File: config.mk
export PLATFORM = sky130hd
export DESIGN_NAME = obi_cut_flat
export DESIGN_NICKNAME = d
export VERILOG_FILES = /design/src/source/tile_bus_pkg.sv /design/src/source/obi_bus_if.sv /design/src/source/obi_cut.sv /design/src/flat_wrapper.sv
export VERILOG_INCLUDE_DIRS = /design/src /design/src/include
export SDC_FILE = /design/constraint.sdc
export NUM_CORES = 1
export LEC_CHECK = 0
export ABC_AREA = 1
export BUFFER_PORTS_ARGS = -buffer_cell sky130_fd_sc_hd__buf_2
export CAP_MARGIN = 20
export CELL_PAD_IN_SITES_DETAIL_PLACEMENT = 0
export CELL_PAD_IN_SITES_GLOBAL_PLACEMENT = 1
export CORE_ASPECT_RATIO = 0.7
export CORE_MARGIN = 1.5
export CORE_UTILIZATION = 32
export CTS_CLUSTER_SIZE = 12
export DETAILED_ROUTE_END_ITERATION = 16
export PLACE_DENSITY_LB_ADDON = 0.1
export SLEW_MARGIN = 40
export SYNTH_ARGS = -nofsm -noshare
export SYNTH_HDL_FRONTEND = slang
export SYNTH_SLANG_ARGS = --single-unit
File: constraint.sdc
create_clock -name clk_i -period 0.8 [get_ports clk_i]
set_input_delay 0.2 -clock clk_i [delete_from_list [all_inputs] [get_ports clk_i]]
set_output_delay 0.2 -clock clk_i [all_outputs]
set_load 0.005 [all_outputs]
File: src/include/mem_tile_config.svh
////////////////////////////////////////
// Widths, bank geometry and response
// latency of the memory tile
////////////////////////////////////////

`ifndef MEM_TILE_CONFIG_SVH
`define MEM_TILE_CONFIG_SVH

// Bus side
`define MT_DATA_W 32
`define MT_ADDR_W 12
`define MT_AID_W 4

// SRAM side
`define MT_SRAM_DATA_W 16
`define MT_BANKS_PER_WORD 2
`define MT_BANK_ROWS 4
`define MT_SRAM_WORDS 256

// Grant to rvalid for plain requests
`define MT_RSP_LATENCY 3

`endif

File: src/source/tile_bus_pkg.sv
////////////////////////////////////////
// Bus level types: address, data, byte
// enable, request ID and atomic opcode
////////////////////////////////////////

`include "mem_tile_config.svh"

package tile_bus_pkg;

  typedef logic [`MT_ADDR_W-1:0] addr_t;
  typedef logic [`MT_DATA_W-1:0] data_t;
  typedef logic [`MT_DATA_W/8-1:0] be_t;
  typedef logic [`MT_AID_W-1:0] aid_t;

  // Atomic operations, all return the old word
  typedef enum logic [2:0] {
    ATOP_NONE = 3'd0,
    ATOP_SWAP = 3'd1,
    ATOP_ADD  = 3'd2,
    ATOP_AND  = 3'd3,
    ATOP_OR   = 3'd4,
    ATOP_XOR  = 3'd5
  } atop_e;

endpackage

File: src/source/obi_bus_if.sv
////////////////////////////////////////
// Internal request/response bus with
// manager and subordinate views
////////////////////////////////////////

interface obi_bus_if ();
  import tile_bus_pkg::*;

  // Request, a one cycle strobe that is always taken
  logic  req;
  logic  we;
  addr_t addr;
  data_t wdata;
  be_t   be;
  aid_t  aid;

  // Response, a one cycle strobe
  logic  rvalid;
  data_t rdata;
  aid_t  rid;

  modport mgr (
    output req, we, addr, wdata, be, aid,
    input  rvalid, rdata, rid
  );

  modport sbr (
    input  req, we, addr, wdata, be, aid,
    output rvalid, rdata, rid
  );

endinterface

File: src/source/obi_cut.sv
////////////////////////////////////////
// Register slice on the request and the
// response path of the internal bus
////////////////////////////////////////

module obi_cut (
  input  logic   clk_i,
  input  logic   rst_n_i,
  obi_bus_if.sbr sbr_bus,
  obi_bus_if.mgr mgr_bus
);
  import tile_bus_pkg::*;

  logic  req_q;
  logic  we_q;
  addr_t addr_q;
  data_t wdata_q;
  be_t   be_q;
  aid_t  aid_q;
  logic  rvalid_q;
  data_t rdata_q;
  aid_t  rid_q;

  // Strobes
  always_ff @(posedge clk_i) begin
    if (!rst_n_i) begin
      req_q    <= 1'b0;
      rvalid_q <= 1'b0;
    end else begin
      req_q    <= sbr_bus.req;
      rvalid_q <= mgr_bus.rvalid;
    end
  end

  // Payload, loaded only with its strobe
  always_ff @(posedge clk_i) begin
    if (sbr_bus.req) begin
      we_q    <= sbr_bus.we;
      addr_q  <= sbr_bus.addr;
      wdata_q <= sbr_bus.wdata;
      be_q    <= sbr_bus.be;
      aid_q   <= sbr_bus.aid;
    end
    if (mgr_bus.rvalid) begin
      rdata_q <= mgr_bus.rdata;
      rid_q   <= mgr_bus.rid;
    end
  end

  assign mgr_bus.req   = req_q;
  assign mgr_bus.we    = we_q;
  assign mgr_bus.addr  = addr_q;
  assign mgr_bus.wdata = wdata_q;
  assign mgr_bus.be    = be_q;
  assign mgr_bus.aid   = aid_q;

  assign sbr_bus.rvalid = rvalid_q;
  assign sbr_bus.rdata  = rdata_q;
  assign sbr_bus.rid    = rid_q;

endmodule

File: src/flat_wrapper.sv
// flat-port wrapper written by rule: the top's interface ports become plain ports
module obi_cut_flat import tile_bus_pkg::*;
  (clk_i, rst_n_i, sbr_bus_req, sbr_bus_we, sbr_bus_addr, sbr_bus_wdata, sbr_bus_be, sbr_bus_aid, sbr_bus_rvalid, sbr_bus_rdata, sbr_bus_rid, mgr_bus_req, mgr_bus_we, mgr_bus_addr, mgr_bus_wdata, mgr_bus_be, mgr_bus_aid, mgr_bus_rvalid, mgr_bus_rdata, mgr_bus_rid);
  obi_bus_if sbr_bus_i ();
  obi_bus_if mgr_bus_i ();
  input  logic clk_i;
  input  logic rst_n_i;
  input wire logic [$bits(sbr_bus_i.req)-1:0] sbr_bus_req;
  input wire logic [$bits(sbr_bus_i.we)-1:0] sbr_bus_we;
  input wire logic [$bits(sbr_bus_i.addr)-1:0] sbr_bus_addr;
  input wire logic [$bits(sbr_bus_i.wdata)-1:0] sbr_bus_wdata;
  input wire logic [$bits(sbr_bus_i.be)-1:0] sbr_bus_be;
  input wire logic [$bits(sbr_bus_i.aid)-1:0] sbr_bus_aid;
  output wire logic [$bits(sbr_bus_i.rvalid)-1:0] sbr_bus_rvalid;
  output wire logic [$bits(sbr_bus_i.rdata)-1:0] sbr_bus_rdata;
  output wire logic [$bits(sbr_bus_i.rid)-1:0] sbr_bus_rid;
  output wire logic [$bits(mgr_bus_i.req)-1:0] mgr_bus_req;
  output wire logic [$bits(mgr_bus_i.we)-1:0] mgr_bus_we;
  output wire logic [$bits(mgr_bus_i.addr)-1:0] mgr_bus_addr;
  output wire logic [$bits(mgr_bus_i.wdata)-1:0] mgr_bus_wdata;
  output wire logic [$bits(mgr_bus_i.be)-1:0] mgr_bus_be;
  output wire logic [$bits(mgr_bus_i.aid)-1:0] mgr_bus_aid;
  input wire logic [$bits(mgr_bus_i.rvalid)-1:0] mgr_bus_rvalid;
  input wire logic [$bits(mgr_bus_i.rdata)-1:0] mgr_bus_rdata;
  input wire logic [$bits(mgr_bus_i.rid)-1:0] mgr_bus_rid;
  assign sbr_bus_i.req = sbr_bus_req;
  assign sbr_bus_i.we = sbr_bus_we;
  assign sbr_bus_i.addr = sbr_bus_addr;
  assign sbr_bus_i.wdata = sbr_bus_wdata;
  assign sbr_bus_i.be = sbr_bus_be;
  assign sbr_bus_i.aid = sbr_bus_aid;
  assign sbr_bus_rvalid = sbr_bus_i.rvalid;
  assign sbr_bus_rdata = sbr_bus_i.rdata;
  assign sbr_bus_rid = sbr_bus_i.rid;
  assign mgr_bus_req = mgr_bus_i.req;
  assign mgr_bus_we = mgr_bus_i.we;
  assign mgr_bus_addr = mgr_bus_i.addr;
  assign mgr_bus_wdata = mgr_bus_i.wdata;
  assign mgr_bus_be = mgr_bus_i.be;
  assign mgr_bus_aid = mgr_bus_i.aid;
  assign mgr_bus_i.rvalid = mgr_bus_rvalid;
  assign mgr_bus_i.rdata = mgr_bus_rdata;
  assign mgr_bus_i.rid = mgr_bus_rid;
  obi_cut u_core (.clk_i(clk_i), .rst_n_i(rst_n_i), .sbr_bus(sbr_bus_i), .mgr_bus(mgr_bus_i));
endmodule
## Word level (Yosys, flattened, before mapping)

Cells that the tools add are included.

| word-level totals | value |
|---|---|
| bits in registers | 91 |
| input bits | 93 |
| output and inout bits | 91 |
| logic and storage cells | 9 |

## Logic depth before layout (Yosys ltp)

| depth | value |
|---|---|
| depth in word-level cells | 0 |
| gate-level depth with buffers | 2 |
| gate-level depth less buffers | 2 |

## Worst setup path after synthesis

OpenSTA, ideal clock, no wires.

| timing | value |
|---|---|
| path type | reg-to-output |
| from | register u_core.addr_q[0] (netlist: u_core.mgr_bus.addr[0]) |
| to | output port mgr_bus_addr[0] |
| data arrival time | 355 ps |
| slack | 245 ps |
| cell stages (with the launch flop) | 1 |
| cell sequence | edfxtp_1 |

RTL lines:

| item | line | text |
|---|---|---|
| start: declaration | obi_cut.sv:16 | `addr_t addr_q;` |
| start signal: assignment | obi_cut.sv:39 | `addr_q <= sbr_bus.addr;` |
| end: declaration | flat_wrapper.sv:19 | `output wire logic [$bits(mgr_bus_i.addr)-1:0] mgr_bus_addr;` |

No word-level cell between the ends.

## Worst setup path after layout

| timing | value |
|---|---|
| from | register u_core.wdata_q[19] (netlist: u_core.mgr_bus.wdata[19]) |
| to | output port mgr_bus_wdata[19] |

RTL lines:

| item | line | text |
|---|---|---|
| start: declaration | obi_cut.sv:17 | `data_t wdata_q;` |
| start signal: assignment | obi_cut.sv:40 | `wdata_q <= sbr_bus.wdata;` |
| end: declaration | flat_wrapper.sv:20 | `output wire logic [$bits(mgr_bus_i.wdata)-1:0] mgr_bus_wdata;` |

No word-level cell between the ends.

==> out/metrics.yaml <==
synth:
  synth_largest_type_area_fraction_pct: 98.0
  post-synth-top-area-cell: "sky130_fd_sc_hd__edfxtp_1"
  synth_cell_type_count: 4
  synth.cell_area_sq_mm: 0.00273
  synth.avg_cell_area_sq_um: 28.7
  number_of_flip_flops_and_latches_in_the_synthesized_netlist: 91
  synth.net_count: 188
  yosysWarnings: 0
  cell_count_after_synthesis: 95
  sequential_area_share_after_synthesis_pct: 99.4
  synth_top_cells_by_area: "sky130_fd_sc_hd__edfxtp_1, sky130_fd_sc_hd__dfxtp_1, sky130_fd_sc_hd__inv_1"
clock_tree:
  cts_max_level: 3
  cts_buffer_depth: 2
  root_buffer: "sky130_fd_sc_hd__clkbuf_16"
  clock_sink_count: 91
  worst_setup_hold_path_clk_slew_ps: 60
  tritoncts: "done"
  cts_setup_buffers: 0
  cts_made_buffers: 9
power_and_ir_drop:
  p_leak_nw: 1.79
  power.switching_fraction_pct: 19.4
  cell_internal_pwr_mw: 8.10
  netSwitchingPower_mw: 1.95
  irDropWorstVdd_mv: 1.30
  power-per-cell-area_mw_per_mm2: 2460
  seq_power_share_pct: 56.9
  clock_power_share_pct: 35.6
  share_comb_of_total_power_pct: 7.5
  total_power_mw: 10.1
critical_path:
  worstPathArrival_ps: 840
  worstSetupEndpointType: "output pin"
  cp-start-kind: "flip-flop"
  cp_cell_sequence: "buf_2"
  max_stage_delay_ps: 370
  cpMaxStageDelayCell: "sky130_fd_sc_hd__edfxtp_1"
  path_class: "flip-flop to output pin"
  worst_path_bufs_invs: 1
  required_ps: 600
  crit_family: "flip-flops"
  critical_path_peak_fanout: 1
min_path:
  hold_end: "u_core.mgr_bus.wdata[9]"
  hp-class: "input port to flip-flop"
  hp-start: "sbr_bus_wdata[9]"
  hold-path-cell-count: 1
layout:
  areaGrowthSynthToFinish_pct: 49.7
  final_nets: 387
  post_route_cells_drive_above_1_share_pct: 66.8
  finish.instance_area_sq_mm: 0.00408
  antenna_cells: 0
  layout.core_utilization_pct: 50.6
placement:
  gpl.final_weighted_congestion: 0.685
  post_dp_cell_area_sq_mm: 0.00383
  port_buffers: 183
  place.detailed.hpwl_mm: 4.12
timing:
  slew_viols_final: 0
  worstMarginPinSlew_ps: 226
  worst_hold_margin_ps: 42.9
  clock.fmax_mhz: 963
  rsz_0062_raised_after_global_routing: "true"
  timing.final.setup_violations: 91
  fin_crit_sh_pct: 130
  period_minus_slack_ps: 1040
  finalWorstSetupSlack_ps: -238
  timing.final.hold_violations: 0
  slew_headroom_pct: 84.9
routing:
  drt-pass1-iter-count: 4
  dr_total_vias: 1635
  drcViolationCount: 0
  post_drt_via_cell_ratio: 4.10
  routedWlPerCell_um: 14.0
  initial_drc_count: 118
  drt_wl_total_mm: 5.58
  detail-route-antenna-nets: 0
run:
  max_cap_violations: 0
floorplanning:
  floorplan.die.height_um: 80.2
  die_x_um: 113
  core_area_sq_mm: 0.00807
  top_level_ports: 184
  start_util_pct: 33.8
  design.die.area_sq_mm: 0.00910
  core.rowCount: 27
run_status:
  outcome: "complete, but fails checks"
  failed_checks: "setup timing"
grt:
  grt_remaining_overflow: 0
  grt_util_all_layers_pct: 12.4
  grt_antenna_before_repair: 1
  grt_pass1_vias: 1607
  wire_length_of_the_first_global_routing_pass_mm: 8.00
  grt_max_degree: 41
-- cells in the mapped netlist --
master	instances
sky130_fd_sc_hd__inv_1	2
sky130_fd_sc_hd__nand2_1	2
sky130_fd_sc_hd__dfxtp_1	2
sky130_fd_sc_hd__edfxtp_1	89
-- metrics by stage --
step	std cells	setup slack [ps]	setup TNS (ps)
6_report	399	-238	-19230
5_1_grt	399	-285	-23140
4_1_cts	399	-265	-21280
3_5_place_dp	384	-86.0	-4850
3_3_place_gp	384	-80.5	-4570
2_1_floorplan	95	245	0
-- cell type report --
class                      instances  area, sq um
fill                             720         3990
timing repair buffer             188          978
sequential                        91         2710
inverter                           2         7.51
clock inverter                     5         21.3
clock buffer                      10          229
tap                              101          126
multi-input combinational          2         7.51
-- power by group through the flow --
stage	sequential, mW	clock (mW)	combinational (mW)
after floorplan	5.90	0	0.00348
after global placement	5.82	0	0.772
after detailed placement	5.82	0	0.768
after CTS	5.73	3.72	0.768
after global routing	5.76	3.87	0.824
final	5.72	3.58	0.751
-- metal layers --
layer	share of wire, %	GRT usage, %	vias to the layer above
met3	11	6.79	10
met1	38	13.0	757
met4	1.9	6.75	0
met2	50	20.0	93
li1	-	-	775
met5	0	0	-
-- repair_timing --
action                     4_1_cts  5_1_grt
setup endpoints to repair       91       91
gates resized for setup          0        0
hold buffers                     0        0
-- placed cells by master (no fill, tap or decap), drive strengths merged --
| master | netlist | layout |
|---|---|---|
| dfxtp | 2 | 2 |
| edfxtp | 89 | 89 |
| clkinv | 0 | 5 |
| clkbuf | 0 | 10 |
| inv | 2 | 2 |
| buf | 0 | 188 |
| nand2 | 2 | 2 |
-- sequential cells by signal, summed over array words and instances (netlist names) --
signal                 cells
u_core.sbr_bus.rvalid      1
u_core.sbr_bus.rdata      32
u_core.mgr_bus.be          4
u_core.mgr_bus.addr       12
u_core.mgr_bus.wdata      32
u_core.sbr_bus.rid         4
u_core.mgr_bus.aid         4
u_core.mgr_bus.req         1
u_core.mgr_bus.we          1
-- worst max-delay path by stage --
stage | endpoint | start | depth (start not counted) | slack [ps]
6_report | mgr_bus_wdata[19] | u_core.mgr_bus.wdata[19] | 1 | -240
5_1_grt | mgr_bus_wdata[19] | u_core.mgr_bus.wdata[19] | 1 | -290
4_1_cts | mgr_bus_addr[0] | u_core.mgr_bus.addr[0] | 1 | -260
3_5_place_dp | u_core.mgr_bus.wdata[30] | sbr_bus_req | 2 | -90
3_3_place_gp | u_core.mgr_bus.wdata[14] | sbr_bus_req | 2 | -80
2_1_floorplan | mgr_bus_addr[0] | u_core.mgr_bus.addr[0] | 0 | 240
-- cells by family (layout without fill, tap and decap cells) --
family	after synthesis	after routing	share of synthesized area (%)
buf+inv	2	205	0.275
flops	91	91	99.4
simple gates	2	2	0.275
Note: power is estimated with default switching activity, not from simulation.
